[config.mk]
export PLATFORM = sky130hd
export DESIGN_NAME = vmu_top
export DESIGN_NICKNAME = d
export VERILOG_FILES = /design/src/vmu_cfg_pkg.sv /design/src/vmu_types_pkg.sv /design/src/vmu_order_if.sv /design/src/vmu_mem_req_if.sv /design/src/vmu_dispatch.sv /design/src/vmu_order_fifo.sv /design/src/vmu_mem_arbiter.sv /design/src/vmu_load_engine.sv /design/src/vmu_store_engine.sv /design/src/vmu_top.sv
export SDC_FILE = /design/constraint.sdc
export NUM_CORES = 1
export LEC_CHECK = 0
export BUFFER_PORTS_ARGS = -buffer_cell sky130_fd_sc_hd__buf_2
export CORE_MARGIN = 4
export CORE_UTILIZATION = 25
export DETAILED_ROUTE_END_ITERATION = 7
export PLACE_DENSITY = 0.41
export SLEW_MARGIN = 20
export SYNTH_ARGS = -nofsm -noshare
export SYNTH_HDL_FRONTEND = slang
export SYNTH_HIERARCHICAL = 1
export SYNTH_SLANG_ARGS = --single-unit
export TNS_END_PERCENT = 20
[constraint.sdc]
create_clock -name clk -period 8.7 [get_ports clk]
set_input_delay 1.305 -clock clk [delete_from_list [all_inputs] [get_ports clk]]
set_output_delay 1.305 -clock clk [all_outputs]
set_load 0.05 [all_outputs]
[src/vmu_cfg_pkg.sv]
// Vector memory unit sizing
// Lane count, element and address widths, register count and order depth

package vmu_cfg_pkg;

    // ====================
    // Vector shape
    // ====================
    localparam int VECTOR_LANES = 4;
    localparam int DATA_WIDTH   = 32;
    localparam int ADDR_WIDTH   = 32;
    localparam int ELEM_BYTES   = 4;

    // Register file
    localparam int VREG_COUNT = 8;

    // Order buffer
    localparam int ORDER_DEPTH = 3;

    // ====================
    // Derived index widths
    // ====================
    localparam int LANE_BITS      = $clog2(VECTOR_LANES);
    localparam int VREG_BITS      = $clog2(VREG_COUNT);
    localparam int ORDER_PTR_BITS = $clog2(ORDER_DEPTH);
    localparam int ORDER_CNT_BITS = $clog2(ORDER_DEPTH + 1);

endpackage

[src/vmu_types_pkg.sv]
// Vector memory unit types
// Payloads and tags carried between the dispatcher, engines and arbiter

package vmu_types_pkg;

    // Owner of an order buffer entry
    typedef enum logic {
        TAG_LOAD  = 1'b0,
        TAG_STORE = 1'b1
    } engine_tag_t;

    // Vector register number
    typedef logic [vmu_cfg_pkg::VREG_BITS-1:0] vreg_addr_t;

    // Element index, doubles as request ticket
    typedef logic [vmu_cfg_pkg::LANE_BITS-1:0] lane_idx_t;

    // One element and one full vector
    typedef logic [vmu_cfg_pkg::DATA_WIDTH-1:0] elem_t;
    typedef elem_t [vmu_cfg_pkg::VECTOR_LANES-1:0] vec_t;

    // Byte address
    typedef logic [vmu_cfg_pkg::ADDR_WIDTH-1:0] addr_t;

endpackage

[src/vmu_order_if.sv]
// Order buffer link
// Dispatcher pushes engine tags, arbiter reads the head and pops it

`timescale 1ns/1ns

interface vmu_order_if;

    logic                       push;
    vmu_types_pkg::engine_tag_t push_tag;
    logic                       space;
    logic                       pop;
    logic                       head_valid;
    vmu_types_pkg::engine_tag_t head_tag;

    modport producer (output push, output push_tag, input space);

    modport buffer (input push, input push_tag, input pop,
                    output space, output head_valid, output head_tag);

    modport consumer (output pop, input head_valid, input head_tag);

endinterface

[src/vmu_mem_req_if.sv]
// Engine request link
// Start and busy toward the dispatcher, request and grant toward the arbiter

`timescale 1ns/1ns

interface vmu_mem_req_if;

    // Control
    logic start;
    logic busy;
    logic req;
    logic grant;

    // Request payload, stable while req waits for grant
    vmu_types_pkg::addr_t     addr;
    logic                     write;
    vmu_types_pkg::elem_t     data;
    vmu_types_pkg::lane_idx_t ticket;

    modport dispatch (output start, input busy);

    modport engine (input start, input grant,
                    output busy, output req, output addr, output write,
                    output data, output ticket);

    modport arbiter (input busy, input req, input addr, input write,
                     input data, input ticket, output grant);

endinterface

[src/vmu_dispatch.sv]
// Instruction dispatcher
// Accepts one instruction at a time, starts the target engine
// and records its tag in the order buffer

`timescale 1ns/1ns

module vmu_dispatch (
    input  logic  clk,
    input  logic  rst_n,
    input  logic  instr_valid_i,
    input  logic  instr_is_store_i,
    output logic  instr_ready_o,
    output logic  idle_o,
    vmu_order_if.producer   ord,
    vmu_mem_req_if.dispatch ld,
    vmu_mem_req_if.dispatch st
);

    logic target_free;
    logic accept;

    // Target engine idle and room for one more entry
    assign target_free   = instr_is_store_i ? ~st.busy : ~ld.busy;
    assign instr_ready_o = target_free & ord.space;
    assign accept        = instr_valid_i & instr_ready_o;

    // Start strobes
    assign ld.start = accept & ~instr_is_store_i;
    assign st.start = accept & instr_is_store_i;

    // Age order entry
    assign ord.push     = accept;
    assign ord.push_tag = instr_is_store_i ? vmu_types_pkg::TAG_STORE
                                           : vmu_types_pkg::TAG_LOAD;

    // Idle once both engines are done and nothing new came in
    always_ff @(posedge clk or negedge rst_n) begin
        if (!rst_n) begin
            idle_o <= 1'b1;
        end else begin
            idle_o <= ~ld.busy & ~st.busy & ~accept;
        end
    end

endmodule

[src/vmu_order_fifo.sv]
// Order buffer
// Circular buffer of engine tags, oldest instruction at the head

`timescale 1ns/1ns

module vmu_order_fifo (
    input  logic clk,
    input  logic rst_n,
    vmu_order_if.buffer ord
);

    localparam logic [vmu_cfg_pkg::ORDER_PTR_BITS-1:0] LAST_PTR =
        vmu_cfg_pkg::ORDER_PTR_BITS'(vmu_cfg_pkg::ORDER_DEPTH - 1);
    localparam logic [vmu_cfg_pkg::ORDER_CNT_BITS-1:0] FULL_CNT =
        vmu_cfg_pkg::ORDER_CNT_BITS'(vmu_cfg_pkg::ORDER_DEPTH);

    vmu_types_pkg::engine_tag_t tag_mem [vmu_cfg_pkg::ORDER_DEPTH];

    logic [vmu_cfg_pkg::ORDER_PTR_BITS-1:0] wr_ptr;
    logic [vmu_cfg_pkg::ORDER_PTR_BITS-1:0] rd_ptr;
    logic [vmu_cfg_pkg::ORDER_CNT_BITS-1:0] count;

    assign ord.space      = (count != FULL_CNT);
    assign ord.head_valid = (count != '0);
    assign ord.head_tag   = tag_mem[rd_ptr];

    // Pointers and occupancy
    always_ff @(posedge clk or negedge rst_n) begin
        if (!rst_n) begin
            wr_ptr <= '0;
            rd_ptr <= '0;
            count  <= '0;
        end else begin
            if (ord.push) begin
                wr_ptr <= (wr_ptr == LAST_PTR) ? '0 : wr_ptr + 1'b1;
            end
            if (ord.pop) begin
                rd_ptr <= (rd_ptr == LAST_PTR) ? '0 : rd_ptr + 1'b1;
            end
            // Push and pop together leave the count alone
            if (ord.push && !ord.pop) begin
                count <= count + 1'b1;
            end else if (!ord.push && ord.pop) begin
                count <= count - 1'b1;
            end
        end
    end

    always_ff @(posedge clk) begin
        if (ord.push) begin
            tag_mem[wr_ptr] <= ord.push_tag;
        end
    end

endmodule

[src/vmu_mem_arbiter.sv]
// Memory port arbiter
// Only the engine that owns the oldest order entry reaches the cache,
// so requests of two instructions never interleave

`timescale 1ns/1ns

module vmu_mem_arbiter (
    vmu_order_if.consumer  ord,
    vmu_mem_req_if.arbiter ld,
    vmu_mem_req_if.arbiter st,
    input  logic                     mem_ready_i,
    output logic                     mem_req_valid_o,
    output logic                     mem_req_write_o,
    output vmu_types_pkg::addr_t     mem_req_addr_o,
    output vmu_types_pkg::elem_t     mem_req_data_o,
    output vmu_types_pkg::lane_idx_t mem_req_ticket_o
);

    logic head_is_ld;
    logic head_is_st;
    logic owner_busy;

    assign head_is_ld = ord.head_valid & (ord.head_tag == vmu_types_pkg::TAG_LOAD);
    assign head_is_st = ord.head_valid & (ord.head_tag == vmu_types_pkg::TAG_STORE);

    // ====================
    // Grants
    // ====================
    assign ld.grant = head_is_ld & mem_ready_i & ld.req;
    assign st.grant = head_is_st & mem_ready_i & st.req;

    assign mem_req_valid_o = ld.grant | st.grant;

    // Payload of the head owner
    assign mem_req_write_o  = head_is_st ? st.write  : ld.write;
    assign mem_req_addr_o   = head_is_st ? st.addr   : ld.addr;
    assign mem_req_data_o   = head_is_st ? st.data   : ld.data;
    assign mem_req_ticket_o = head_is_st ? st.ticket : ld.ticket;

    // ====================
    // Retire head entry
    // ====================
    // Owner has finished all its transfers once busy drops
    assign owner_busy = head_is_st ? st.busy : ld.busy;
    assign ord.pop    = ord.head_valid & ~owner_busy;

endmodule

[src/vmu_load_engine.sv]
// Vector load engine
// Issues one strided read per lane, gathers responses by ticket
// and writes the complete vector back to the register file

`timescale 1ns/1ns

module vmu_load_engine (
    input  logic                      clk,
    input  logic                      rst_n,
    input  vmu_types_pkg::vreg_addr_t instr_vreg_i,
    input  vmu_types_pkg::addr_t      instr_base_i,
    input  vmu_types_pkg::addr_t      instr_stride_i,
    vmu_mem_req_if.engine             req,
    input  logic                      mem_resp_valid_i,
    input  vmu_types_pkg::lane_idx_t  mem_resp_ticket_i,
    input  vmu_types_pkg::elem_t      mem_resp_data_i,
    output logic                      wb_en_o,
    output vmu_types_pkg::vreg_addr_t wb_reg_o,
    output vmu_types_pkg::vec_t       wb_data_o
);

    localparam vmu_types_pkg::lane_idx_t LAST_LANE =
        vmu_cfg_pkg::LANE_BITS'(vmu_cfg_pkg::VECTOR_LANES - 1);

    logic                                  busy_q;
    logic                                  issuing_q;
    vmu_types_pkg::lane_idx_t              issue_cnt_q;
    logic [vmu_cfg_pkg::VECTOR_LANES-1:0]  rcvd_q;
    logic [vmu_cfg_pkg::VECTOR_LANES-1:0]  rcvd_next;
    logic                                  all_rcvd;
    vmu_types_pkg::addr_t                  addr_q;
    vmu_types_pkg::addr_t                  stride_q;
    vmu_types_pkg::vreg_addr_t             vreg_q;
    vmu_types_pkg::vec_t                   lane_buf_q;

    // Request side
    assign req.busy   = busy_q;
    assign req.req    = issuing_q;
    assign req.addr   = addr_q;
    assign req.write  = 1'b0;
    assign req.data   = '0;
    assign req.ticket = issue_cnt_q;

    // Mask after the current response lands
    always_comb begin
        rcvd_next = rcvd_q;
        if (mem_resp_valid_i) begin
            rcvd_next[mem_resp_ticket_i] = 1'b1;
        end
    end
    assign all_rcvd = busy_q & mem_resp_valid_i & (&rcvd_next);

    // ====================
    // Control
    // ====================
    always_ff @(posedge clk or negedge rst_n) begin
        if (!rst_n) begin
            busy_q      <= 1'b0;
            issuing_q   <= 1'b0;
            issue_cnt_q <= '0;
            rcvd_q      <= '0;
            wb_en_o     <= 1'b0;
        end else begin
            wb_en_o <= all_rcvd;
            if (req.start) begin
                busy_q      <= 1'b1;
                issuing_q   <= 1'b1;
                issue_cnt_q <= '0;
                rcvd_q      <= '0;
            end else begin
                if (req.grant) begin
                    issue_cnt_q <= issue_cnt_q + 1'b1;
                    if (issue_cnt_q == LAST_LANE) begin
                        issuing_q <= 1'b0;
                    end
                end
                if (busy_q) begin
                    rcvd_q <= rcvd_next;
                end
                // Busy drops together with the writeback pulse
                if (all_rcvd) begin
                    busy_q <= 1'b0;
                end
            end
        end
    end

    // Address walk and gathered data
    always_ff @(posedge clk) begin
        if (req.start) begin
            vreg_q   <= instr_vreg_i;
            addr_q   <= instr_base_i;
            stride_q <= vmu_cfg_pkg::ADDR_WIDTH'(instr_stride_i * vmu_cfg_pkg::ELEM_BYTES);
        end else if (req.grant) begin
            addr_q <= addr_q + stride_q;
        end
        if (mem_resp_valid_i) begin
            lane_buf_q[mem_resp_ticket_i] <= mem_resp_data_i;
        end
    end

    assign wb_reg_o  = vreg_q;
    assign wb_data_o = lane_buf_q;

endmodule

[src/vmu_store_engine.sv]
// Vector store engine
// Reads one vector register and writes its lanes to a strided address run

`timescale 1ns/1ns

module vmu_store_engine (
    input  logic                      clk,
    input  logic                      rst_n,
    input  vmu_types_pkg::vreg_addr_t instr_vreg_i,
    input  vmu_types_pkg::addr_t      instr_base_i,
    input  vmu_types_pkg::addr_t      instr_stride_i,
    vmu_mem_req_if.engine             req,
    output vmu_types_pkg::vreg_addr_t rf_rd_addr_o,
    input  vmu_types_pkg::vec_t       rf_rd_data_i
);

    typedef enum logic [1:0] {
        ST_IDLE,
        ST_READ,
        ST_SEND
    } st_state_t;

    localparam vmu_types_pkg::lane_idx_t LAST_LANE =
        vmu_cfg_pkg::LANE_BITS'(vmu_cfg_pkg::VECTOR_LANES - 1);

    st_state_t                 state_q;
    vmu_types_pkg::lane_idx_t  lane_q;
    vmu_types_pkg::addr_t      addr_q;
    vmu_types_pkg::addr_t      stride_q;
    vmu_types_pkg::vreg_addr_t vreg_q;
    vmu_types_pkg::vec_t       data_q;

    assign req.busy   = (state_q != ST_IDLE);
    assign req.req    = (state_q == ST_SEND);
    assign req.addr   = addr_q;
    assign req.write  = 1'b1;
    assign req.data   = data_q[lane_q];
    assign req.ticket = lane_q;

    // Register read goes out in ST_READ
    assign rf_rd_addr_o = vreg_q;

    // ====================
    // FSM and lane counter
    // ====================
    always_ff @(posedge clk or negedge rst_n) begin
        if (!rst_n) begin
            state_q <= ST_IDLE;
            lane_q  <= '0;
        end else begin
            case (state_q)
                ST_IDLE: begin
                    if (req.start) begin
                        state_q <= ST_READ;
                        lane_q  <= '0;
                    end
                end
                ST_READ: state_q <= ST_SEND;
                ST_SEND: begin
                    if (req.grant) begin
                        lane_q <= lane_q + 1'b1;
                        if (lane_q == LAST_LANE) begin
                            state_q <= ST_IDLE;
                        end
                    end
                end
                default: state_q <= ST_IDLE;
            endcase
        end
    end

    // Instruction fields, captured vector and address walk
    always_ff @(posedge clk) begin
        if (req.start) begin
            vreg_q   <= instr_vreg_i;
            addr_q   <= instr_base_i;
            stride_q <= vmu_cfg_pkg::ADDR_WIDTH'(instr_stride_i * vmu_cfg_pkg::ELEM_BYTES);
        end else if (req.grant) begin
            addr_q <= addr_q + stride_q;
        end
        if (state_q == ST_READ) begin
            data_q <= rf_rd_data_i;
        end
    end

endmodule

[src/vmu_top.sv]
// Vector memory unit top level
// Dispatcher, order buffer, memory arbiter and the load and store engines

`timescale 1ns/1ns

module vmu_top (
    input  logic                      clk,
    input  logic                      rst_n,
    // Instruction
    input  logic                      instr_valid_i,
    input  logic                      instr_is_store_i,
    input  vmu_types_pkg::vreg_addr_t instr_vreg_i,
    input  vmu_types_pkg::addr_t      instr_base_i,
    input  vmu_types_pkg::addr_t      instr_stride_i,
    output logic                      instr_ready_o,
    output logic                      idle_o,
    // Cache request and response
    output logic                      mem_req_valid_o,
    output logic                      mem_req_write_o,
    output vmu_types_pkg::addr_t      mem_req_addr_o,
    output vmu_types_pkg::elem_t      mem_req_data_o,
    output vmu_types_pkg::lane_idx_t  mem_req_ticket_o,
    input  logic                      mem_ready_i,
    input  logic                      mem_resp_valid_i,
    input  vmu_types_pkg::lane_idx_t  mem_resp_ticket_i,
    input  vmu_types_pkg::elem_t      mem_resp_data_i,
    // Register file
    output vmu_types_pkg::vreg_addr_t rf_rd_addr_o,
    input  vmu_types_pkg::vec_t       rf_rd_data_i,
    output logic                      wb_en_o,
    output vmu_types_pkg::vreg_addr_t wb_reg_o,
    output vmu_types_pkg::vec_t       wb_data_o
);

    vmu_order_if   ord_if ();
    vmu_mem_req_if ld_if ();
    vmu_mem_req_if st_if ();

    vmu_dispatch i_vmu_dispatch (
        .clk, .rst_n, .instr_valid_i, .instr_is_store_i, .instr_ready_o, .idle_o,
        .ord (ord_if), .ld (ld_if), .st (st_if)
    );

    vmu_order_fifo i_vmu_order_fifo (.clk, .rst_n, .ord (ord_if));

    vmu_mem_arbiter i_vmu_mem_arbiter (
        .ord (ord_if), .ld (ld_if), .st (st_if), .mem_ready_i, .mem_req_valid_o,
        .mem_req_write_o, .mem_req_addr_o, .mem_req_data_o, .mem_req_ticket_o
    );

    vmu_load_engine i_vmu_load_engine (
        .clk, .rst_n, .instr_vreg_i, .instr_base_i, .instr_stride_i, .req (ld_if),
        .mem_resp_valid_i, .mem_resp_ticket_i, .mem_resp_data_i,
        .wb_en_o, .wb_reg_o, .wb_data_o
    );

    vmu_store_engine i_vmu_store_engine (
        .clk, .rst_n, .instr_vreg_i, .instr_base_i, .instr_stride_i, .req (st_if),
        .rf_rd_addr_o, .rf_rd_data_i
    );

endmodule

==> summary.txt, run 1 <==
Cells and area
  • Layout cells sized above 1: 37.7%
  • Final cell count without fillers: 2,730
  • Synth-to-Final Area Change: 25.8%
  • Final #Nets: 2,025

Setup path
  • R2R depth: 5
  • Reg2Reg Setup Slack: 5.30 ns
  • CP Class: reg2out
  • Worst Setup EP: mem_req_addr_o[27]
  • Crit end category: primary output
  • Reg-to-reg endpoint: i_vmu_store_engine/req.addr[22]$_DFFE_PN_
  • Critical Path Source: i_vmu_order_fifo/rd_ptr[0]$_DFFE_PN0P_
  • Worst EP required: 7.39 ns
  • CP Launch Type: flip-flop
  • RR Startpoint: i_vmu_order_fifo/rd_ptr[0]$_DFFE_PN0P_
  • Critical Path Fanout Max: 38
  • Worst EP arrival: 3.49 ns

Die
  • Starting Density: 25.4%
  • Die extent in y: 281 µm
  • Die Wd: 281 µm
  • Row Count: 99
  • Core box area: 73,500 µm²
  • Io pins: 440
  • Die area: 79,000 µm²

Synth
  • Post-synth cell types: 79
  • Ys flop type: edfxtp_1
  • #FFs+latches synth: 409
  • Post-Syn Area: 18,600 µm²
  • Gate Count Post-Synth: 1,272
  • EDFF count, synth: 389
  • Synthesis Warnings: 6
  • Seq/Total Area, Yosys: 65.4%
  • Syn Area/Cell: 14.7 µm²
  • Asr flop ratio synth: 4.89%

Global route
  • Initial antenna violation count: 17
  • Grt ovf: 0
  • First-pass GRT wire length: 81,700 µm
  • GRT Overall Usage: 13.7%
  • Vias in the first global route: 12,700
  • Largest net degree at the start of global routing: 76

Clock tree
  • H-tree lvl count: 2
  • Hold-fix buffer count after cts: 0
  • Worst-path clk slew: 0.06 ns
  • Post-CTS setup buffer count: 0
  • Clock latency on the worst-skew pair: 0.60 ns
  • Clock tree buffer depth: 3
  • Root Buffer: clkbuf_16
  • CTS tree: built
  • Number of gates resized after CTS: 0
  • CTS buffer count: 49
  • Clock sink count: 409

Drt
  • Vias: 12,200
  • Routed Antenna Nets: 0
  • DRC Markers: 0
  • DR pass1 iterations: 5
  • Routed vias/inst: 4.46
  • DRT iter0 DRCs: 713
  • Drt wl/cell: 20.3 µm
  • Detailed Route WL: 55,500 µm

Power
  • VDD IR max: 0.183 mV
  • Clock network fraction of total power: 24.2%
  • Switching pwr: 3370 µW
  • PwrDens: 358 nW/µm²
  • Internal Pwr Total: 5010 µW
  • P_leak: 0.00890 µW
  • Combinational power share: 42.7%
  • Switching fraction of total power: 40.2%
  • Flop pwr share: 33.1%

Worst hold path
  • WHS Path Cells: 2
  • Min-Delay Path Class: reg2reg
  • Hold Path Origin: i_vmu_load_engine/req.req$_DFFE_PN0P_

Place
  • DP Cell Count: 2,635
  • Input/output buffers: 437
  • Dpl hpwl: 41,000 µm
  • RePlAce Congestion: 0.787

Timing
  • Slew Viols, Final: 0
  • Setup Viol. Count Final: 0
  • RSZ-0062 raised after global routing: no
  • Part of the cycle the worst path needs: 55.1%
  • Fin. Hold Viols: 0
  • Slew HR: 32.2%
  • Final worst path period need: 4.79 ns
  • Setup_tns: 0 ns
  • Worst Skew: 0.0244 ns
  • Worst slew pin tran: 1.02 ns
  • Fmax: 0.209 GHz

Job
  • MaxCap Viol Count: 0

Run status
  • Outcome: completed
power by group through the flow:
stage	sequential [µW]	clock, µW	combinational, µW
4_1_cts	2790	2120	3640
2_1_floorplan	2860	0	2660
3_5_place_dp	2830	0	3620
3_3_place_gp	2820	0	3600
5_1_grt	2810	2200	3910
6_report	2780	2030	3580
cell families (layout without fill, tap and decap cells):
group                    Yosys count  in the layout  share of synthesized area, %
AO/OA/AOI/OAI                    262            262                          9.21
XOR/XNOR                          46             46                          2.16
adder cells (fa/ha/maj)           63             63                          4.31
buffers and inverters            102            563                          3.03
flip-flops                       409            409                          65.4
multiplexers                     112            112                          9.05
other                              2             40                        0.0403
AND/OR/NAND/NOR                  276            276                          6.85
metal layers:
layer	vias to the layer above	global-route usage, %	wire length [µm]
li1	5737	-	-
met1	5943	17.4	23600
met2	387	22.2	26000
met3	96	4.37	4300
met4	18	4.24	1510
met5	-	0	114
worst min path at each step:
stage / end
2_1_floorplan: i_vmu_load_engine/req.req$_DFFE_PN0P_
3_3_place_gp: i_vmu_load_engine/req.req$_DFFE_PN0P_
3_5_place_dp: i_vmu_load_engine/req.req$_DFFE_PN0P_
4_1_cts: i_vmu_load_engine/req.req$_DFFE_PN0P_
5_1_grt: i_vmu_load_engine/req.req$_DFFE_PN0P_
6_report: i_vmu_load_engine/req.req$_DFFE_PN0P_
synth_stat cells, types with 7 or more instances:
library cell	number	area share, %
o211ai_1	10	0.40
nor3_1	14	0.38
o31ai_1	9	0.36
mux4_2	32	3.9
buf_4	36	1.4
xor2_1	22	1.0
xnor2_1	24	1.1
ha_1	61	4.1
a21o_1	19	0.77
mux2i_1	7	0.38
mux2_4	20	1.6
buf_2	12	0.32
and3_1	7	0.23
o21a_1	13	0.52
edfxtp_1	389	63
nor2_1	53	1.1
nand4_1	13	0.44
and2_1	12	0.40
nand3_1	18	0.48
nand2_1	128	2.6
mux2_2	53	3.2
inv_1	21	0.42
a21oi_1	76	2.0
dfrtp_1	19	2.6
clkbuf_1	26	0.52
o21ai_0	72	1.9
layout by cell type, fill, tap and decap left out, types with 13 or more instances in the layout:
cell type / n
nor2_1: 51
dfrtp_1: 17
inv_1: 21
nor3_1: 13
o21a_1: 13
nand3_1: 18
xor2_1: 22
mux2_2: 53
ha_1: 61
a21o_1: 19
o21ai_0: 72
clkbuf_1: 15
buf_4: 13
buf_2: 437
mux2_4: 20
nand2_1: 128
edfxtp_1: 389
a21oi_1: 76
xnor2_1: 24
clkbuf_16: 49
nand4_1: 13
conb_1: 34
mux4_2: 32
registers in the layout, summed over array words and instances, names as in the netlist, 3 cells and up:
signal,count
i_vmu_load_engine/rcvd_q,4
i_vmu_load_engine/req.addr,32
i_vmu_load_engine/stride_q,30
i_vmu_load_engine/wb_data_o,128
i_vmu_load_engine/wb_reg_o,3
i_vmu_order_fifo/tag_mem,3
i_vmu_store_engine/data_q,128
i_vmu_store_engine/req.addr,32
i_vmu_store_engine/rf_rd_addr_o,3
i_vmu_store_engine/stride_q,30
worst max-delay path: stages (launching register included):
cell and delay, ns:
dfrtp_1 0.41, mux2i_1 0.13, o21ai_0 0.62, nand2_4 0.56
buf_4 0.53, mux2_4 0.38, buf_2 0.23
area by class of cell:
cell class	count	area, µm²
clock inverters	25	304
repair buffers	452	2330
inverters	22	82.6
fillers	7412	50000
clock buffers	64	1280
flip-flops and latches	409	12200
multi-input cells	793	6060
diodes	6	15.0
well taps	959	1200
through the flow:
stage / power, µW / worst slack [ns] / util (%) / hold WS, ns / area [µm²]
floorplan: 5520 / 1.99 / - / 0.446 / 18800
global placement: 6420 / 4.47 / 29.7 / 0.470 / 21800
detailed placement: 6450 / 4.40 / 29.8 / 0.480 / 21900
CTS: 8550 / 3.71 / 31.9 / 0.493 / 23400
global route: 8920 / 3.62 / 31.9 / 0.514 / 23500
finish: 8390 / 3.91 / 31.9 / 0.484 / 23500
Power figures use the tool's default switching activity.
==> inputs of run 2 (changes only) <==
--- a/config.mk
+++ b/config.mk
@@ -9,7 +9,7 @@
 export CORE_MARGIN = 4
 export CORE_UTILIZATION = 25
 export DETAILED_ROUTE_END_ITERATION = 7
-export PLACE_DENSITY = 0.41
+export PLACE_DENSITY = 0.43
 export SLEW_MARGIN = 20
 export SYNTH_ARGS = -nofsm -noshare
 export SYNTH_HDL_FRONTEND = slang
==> constraint.sdc (replaced) <==
create_clock -name clk -period 4.1 [get_ports clk]
set_input_delay 0.615 -clock clk [delete_from_list [all_inputs] [get_ports clk]]
set_output_delay 0.615 -clock clk [all_outputs]
set_load 0.05 [all_outputs]
==> run 2 against run 1 <==
Against the previous run: clock skew barely moved; global-route usage decreased by 0.21 points; sequential share of layout area shrank 0.33 points; die area is the same; setup slack worse by 3.4 ns; clock power increased by 120%; critical path depth unchanged; cell area is 0.63% higher; critical path type unchanged.
==> summary.txt, run 2 (synthesis gave the netlist of run 1 again) <==
Cells and area
  • Final #Nets: 2,025
  • Synth-to-Final Area Change: 26.6%
  • Fill count: 7,361
  • Layout cells sized above 1: 37.8%
  • Final Cell Area: 23,600 µm²
  • Commonest non-fill, non-tap cell in the layout: buf_2
  • Final cell count without fillers: 2,727
  • Most frequent cells in the layout: buf_2 (437), edfxtp_1 (389), nand2_1 (128)
  • Final core utilization: 32.1%

Clock tree
  • H-tree lvl count: 2
  • Hold-fix buffer count after cts: 1
  • Number of gates resized after CTS: 0
  • Post-CTS setup buffer count: 0
  • Worst-path clk slew: 0.06 ns
  • Root Buffer: clkbuf_16
  • CTS buffer count: 50
  • CTS tree: built
  • Clock sink count: 409
  • Clock latency on the worst-skew pair: 0.61 ns
  • Clock tree buffer depth: 3

Timing
  • Fmax: 0.275 GHz
  • Worst Skew: 0.0246 ns
  • Fin. Hold Viols: 0
  • Slew Viols, Final: 0
  • Setup Viol. Count Final: 0
  • Slew HR: 31.5%
  • Part of the cycle the worst path needs: 88.8%
  • Final worst slack: 0.461 ns
  • Final worst path period need: 3.64 ns
  • RSZ-0062 raised after global routing: no
  • Worst slew pin tran: 1.03 ns

Drt
  • DRC Markers: 0
  • Routed Antenna Nets: 0
  • Vias: 12,200
  • Detailed Route WL: 55,200 µm
  • DRT iter0 DRCs: 718
  • Drt wl/cell: 20.2 µm
  • DR pass1 iterations: 5
  • Routed vias/inst: 4.48

Setup path
  • CP Launch Type: flip-flop
  • CP Class: reg2out
  • Critical Path Source: i_vmu_order_fifo/rd_ptr[0]$_DFFE_PN0P_
  • Critical path cell sequence: mux2i_1 -> o21ai_0 -> nand2_4 -> buf_12 -> mux2_2 -> buf_2
  • Slowest cell on crit path: o21ai_0
  • Critical Path Fanout Max: 67
  • Worst EP arrival: 3.02 ns
  • Worst EP required: 3.48 ns
  • Crit end category: primary output
  • RR Startpoint: i_vmu_store_engine/req.addr[2]$_DFFE_PN_
  • CP top delay family: compound AO/OA/AOI/OAI gates
  • Critical path buffers and inverters: 2
  • Max incr delay on CP: 0.72 ns

Global route
  • Grt ovf: 0
  • Initial antenna violation count: 10
  • GRT Overall Usage: 13.4%
  • Largest net degree at the start of global routing: 94
  • Vias in the first global route: 12,600
  • First-pass GRT wire length: 80,300 µm

Worst hold path
  • Min-Delay Path Class: in2reg
  • Hold Path Origin: rf_rd_data_i[122]

Place
  • Post-placement cell area: 21,900 µm²
  • Setup WS pre-CTS: 1.03 ns
  • DP Cell Count: 2,632
  • Dpl hpwl: 40,700 µm
  • RePlAce Congestion: 0.802
  • Input/output buffers: 437

Job
  • MaxCap Viol Count: 0

Die
  • Core box area: 73,500 µm²
  • Die area: 79,000 µm²
  • Starting Density: 25.4%
  • Row Count: 99
  • Io pins: 440
  • Die Wd: 281 µm
  • Die extent in y: 281 µm

Power
  • P_leak: 0.00895 µW
  • PwrDens: 764 nW/µm²
  • VDD IR max: 0.387 mV

Run status
  • Outcome: completed
-- run 2: changes by cell type in the layout (fill, tap and decap cells not counted), sizes merged --
cell | before | now
buf | 452 | 450
bufinv | 5 | 7
clkbuf | 64 | 61
diode | 6 | 5
dlygate4sd3 | 0 | 1
-- run 2: layer usage --
metal	part of all wire [%]	track usage [%]	vias up
li1	-	-	5740
met1	43	17.3	6020
met2	47	22.5	391
met3	7.3	4.01	69
met4	1.7	2.96	8
met5	0.092	0	-
-- run 2: worst register-to-register path, cell delays in order, from the launching register on --
cell	delay, ns
edfxtp_1	0.41
ha_1	0.27
fa_1	0.44
a211o_1	0.33
and2_1	0.19
a211oi_2	0.36
o31ai_4	0.17
a311oi_2	0.36
mux2i_1	0.27
nand2_1	0.06
-- run 2: worst paths after layout --
check | endpoint | slack (ns) | depth (start not counted)
hold reg to reg | i_vmu_order_fifo/count[1]$_DFFE_PN0P_ | 0.49 | 1
max in group asynchronous | i_vmu_store_engine/req.ticket[1]$_DFFE_PN0P_ | 3.16 | 2
min in group asynchronous | i_vmu_store_engine/req.ticket[0]$_DFFE_PN0P_ | 0.56 | 2
setup reg to reg | i_vmu_store_engine/req.addr[30]$_DFFE_PN_ | 0.99 | 9
hold / removal | i_vmu_store_engine/data_q[122]$_DFFE_PN_ | 0.18 | 1
setup / recovery | mem_req_addr_o[7] | 0.46 | 6
-- run 2: final cells by class --
| cell class | instances | area [µm²] | share of cell area (%) |
|---|---|---|---|
| sequential | 409 | 12200 | 51.6 |
| timing repair buffer | 451 | 2380 | 10.1 |
| multi-input combinational | 793 | 6060 | 25.7 |
| clock buffer | 61 | 1290 | 5.47 |
| inverter | 22 | 82.6 | 0.350 |
| clock inverter | 27 | 388 | 1.64 |
| antenna | 5 | 12.5 | 0.0530 |
| tap | 959 | 1200 | 5.08 |
-- run 2: through the flow --
step / power (µW) / hold WS (ns) / setup TNS, ns
floorplan: 11700 / 0.319 / -27.88
global placement: 13600 / 0.467 / 0
detailed placement: 13700 / 0.474 / 0
CTS: 18300 / 0.130 / 0
global route: 19100 / 0.136 / 0
finish: 18000 / 0.181 / 0
-- run 2: power breakdown --
| group | leakage (µW) | internal [µW] | switching, µW | total, µW |
|---|---|---|---|---|
| Clock | 0.000804 | 2700 | 1820 | 4520 |
| Combinational | 0.00435 | 2620 | 5000 | 7620 |
| Sequential | 0.00380 | 5500 | 407 | 5910 |
| Total | 0.00895 | 10800 | 7220 | 18000 |
==> inputs of run 3 (changes only) <==
==> constraint.sdc (replaced) <==
create_clock -name clk -period 3.3 [get_ports clk]
set_input_delay 0.495 -clock clk [delete_from_list [all_inputs] [get_ports clk]]
set_output_delay 0.495 -clock clk [all_outputs]
set_load 0.05 [all_outputs]
==> run 3 against run 2 <==
Against the previous run: hold slack lost 0.10 ns; sequential share of layout area is 0.33 points lower; first-iteration DRC count decreased by 22%; sequential power is 23% higher; routed wire length barely moved; highest routed layer unchanged.
==> summary.txt, run 3 (synthesis gave the netlist of run 1 again) <==
Run status
  • Outcome: completed

Timing
  • Slew Viols, Final: 0
  • Final worst path period need: 3.08 ns
  • Setup Viol. Count Final: 0
  • Slew HR: 30.1%
  • RSZ-0062 raised after global routing: no
  • Part of the cycle the worst path needs: 93.5%
  • Fmax: 0.324 GHz
  • Fin. Hold Viols: 0
  • Setup_tns: 0 ns
  • Worst Skew: 0.0278 ns
  • Worst slew pin tran: 1.05 ns

Global route
  • Vias in the first global route: 12,600
  • Met2 GRT Util: 22.3%
  • GRT Overall Usage: 13.5%
  • Met3 Usage GRT: 4.16%
  • Met1 Use GR: 17.4%
  • Largest net degree at the start of global routing: 72
  • First-pass GRT wire length: 81,000 µm
  • Grt ovf: 0
  • GR peak layer: met2
  • Initial antenna violation count: 15

Cells and area
  • Layout cells sized above 1: 38.4%
  • Sequential cell area: 12,200 µm²
  • Final #Nets: 2,041
  • Fill count: 7,392
  • Final Cell Area: 23,800 µm²
  • Most frequent cells in the layout: buf_2 (437), edfxtp_1 (389), nand2_1 (128)
  • Commonest non-fill, non-tap cell in the layout: buf_2
  • Synth-to-Final Area Change: 27.5%
  • Final cell count without fillers: 2,750
  • Multi-input gate area: 6070 µm²

Clock tree
  • Root Buffer: clkbuf_16
  • Clock latency on the worst-skew pair: 0.59 ns
  • CTS tree: built
  • Clock sink count: 409
  • Clock tree buffer depth: 3
  • Worst-path clk slew: 0.06 ns
  • H-tree lvl count: 2
  • Post-CTS setup buffer count: 0
  • Number of gates resized after CTS: 0
  • CTS buffer count: 49

Setup path
  • Worst EP arrival: 3.41 ns
  • Crit end category: flip-flop
  • CP Class: reg2reg
  • Critical Path Fanout Max: 3
  • CP Launch Type: flip-flop
  • Worst EP required: 3.63 ns

Die
  • Core box area: 73,500 µm²
  • Die extent in y: 281 µm
  • Starting Density: 25.4%
  • Io pins: 440
  • Row Count: 99
  • Die Wd: 281 µm
  • Die area: 79,000 µm²

Drt
  • Detailed Route WL: 55,200 µm
  • DR pass1 iterations: 5
  • Routed vias/inst: 4.43
  • Routed Antenna Nets: 0
  • Drt wl/cell: 20.1 µm
  • DRC Markers: 0
  • Vias: 12,200
  • DRT iter0 DRCs: 560

Job
  • MaxCap Viol Count: 0

Place
  • Input/output buffers: 437
  • RePlAce Congestion: 0.815
  • DP Cell Count: 2,650
  • Post-placement cell area: 22,100 µm²
  • Dpl hpwl: 41,800 µm

Power
  • P_leak: 0.00906 µW
  • PwrDens: 948 nW/µm²
  • VDD IR max: 0.398 mV

Worst hold path
  • Min-Delay Path Class: in2reg
-- run 3: cell count changes in the layout (fill, tap and decap cells not counted), sizes merged --
cell and change:
clkbuf -6, clkinvlp -1, diode +2, buf +17, inv -1, clkinv +12
-- run 3: area by class of cell --
type / count / share of cell area, %
Timing Repair Buffer: 468 / 10.7
Inverter: 22 / 0.348
Clock buffer: 55 / 5.26
Tap cell: 959 / 5.05
Multi-Input combinational cell: 793 / 25.5
Sequential cell: 409 / 51.3
Antenna cell: 7 / 0.0737
Clock inverter: 37 / 1.72
-- run 3: worst paths after layout --
path / end / slack (ns) / cells after the start / startpoint
worst max-delay path: i_vmu_load_engine/req.addr[28]$_DFFE_PN_ / 0.22 / 9 / i_vmu_load_engine/req.addr[2]$_DFFE_PN_
worst min-delay path: i_vmu_store_engine/data_q[69]$_DFFE_PN_ / 0.08 / 1 / rf_rd_data_i[69]
worst max register to register: i_vmu_load_engine/req.addr[28]$_DFFE_PN_ / 0.22 / 9 / i_vmu_load_engine/req.addr[2]$_DFFE_PN_
worst min register to register: i_vmu_load_engine/req.req$_DFFE_PN0P_ / 0.48 / 2 / i_vmu_load_engine/req.req$_DFFE_PN0P_
max in group asynchronous: i_vmu_store_engine/req.ticket[1]$_DFFE_PN0P_ / 2.45 / 2 / rst_n
min in group asynchronous: i_vmu_order_fifo/wr_ptr[1]$_DFFE_PN0P_ / 0.45 / 2 / rst_n
-- run 3: metrics by stage --
stage	utilization [%]	power, µW	setup WS [ns]	hold WS (ns)
after floorplan	-	14500	-0.402	0.199
after global placement	30.1	17200	0.279	0.473
after detailed placement	30.1	17200	0.288	0.481
after CTS	32.3	22900	0.0543	0.0135
after global routing	32.3	23900	0.0184	0.0203
final	32.3	22500	0.216	0.0769
-- run 3: critical path, cell delays in order, from the launching register on --
cell and delay, ns:
edfxtp_1 0.39, ha_1 0.25, fa_1 0.43, a21o_1 0.23, a31oi_1 0.24, o21a_2 0.23, o211ai_2 0.17, a221oi_2 0.47
o21ai_2 0.11, mux2_4 0.31
-- run 3: where the power goes --
group          switching (µW)  internal, µW  total [µW]
logic                    6290          3410        9700
registers                 462          6830        7290
clock network            2230          3290        5520
total                    8980         13500       22500
-- run 3: metal layers --
layer / up-vias / share of wire, %
met1: 5902 / 43
met2: 393 / 47
met4: 14 / 2.1
met3: 87 / 7.9
met5: - / 0.17
li1: 5780 / -
-- run 3: what timing repair did --
item | CTS | global route
hold endpoints to repair | 19 | 0
hold buffers | 1 | 0
setup endpoints to repair | 0 | 0
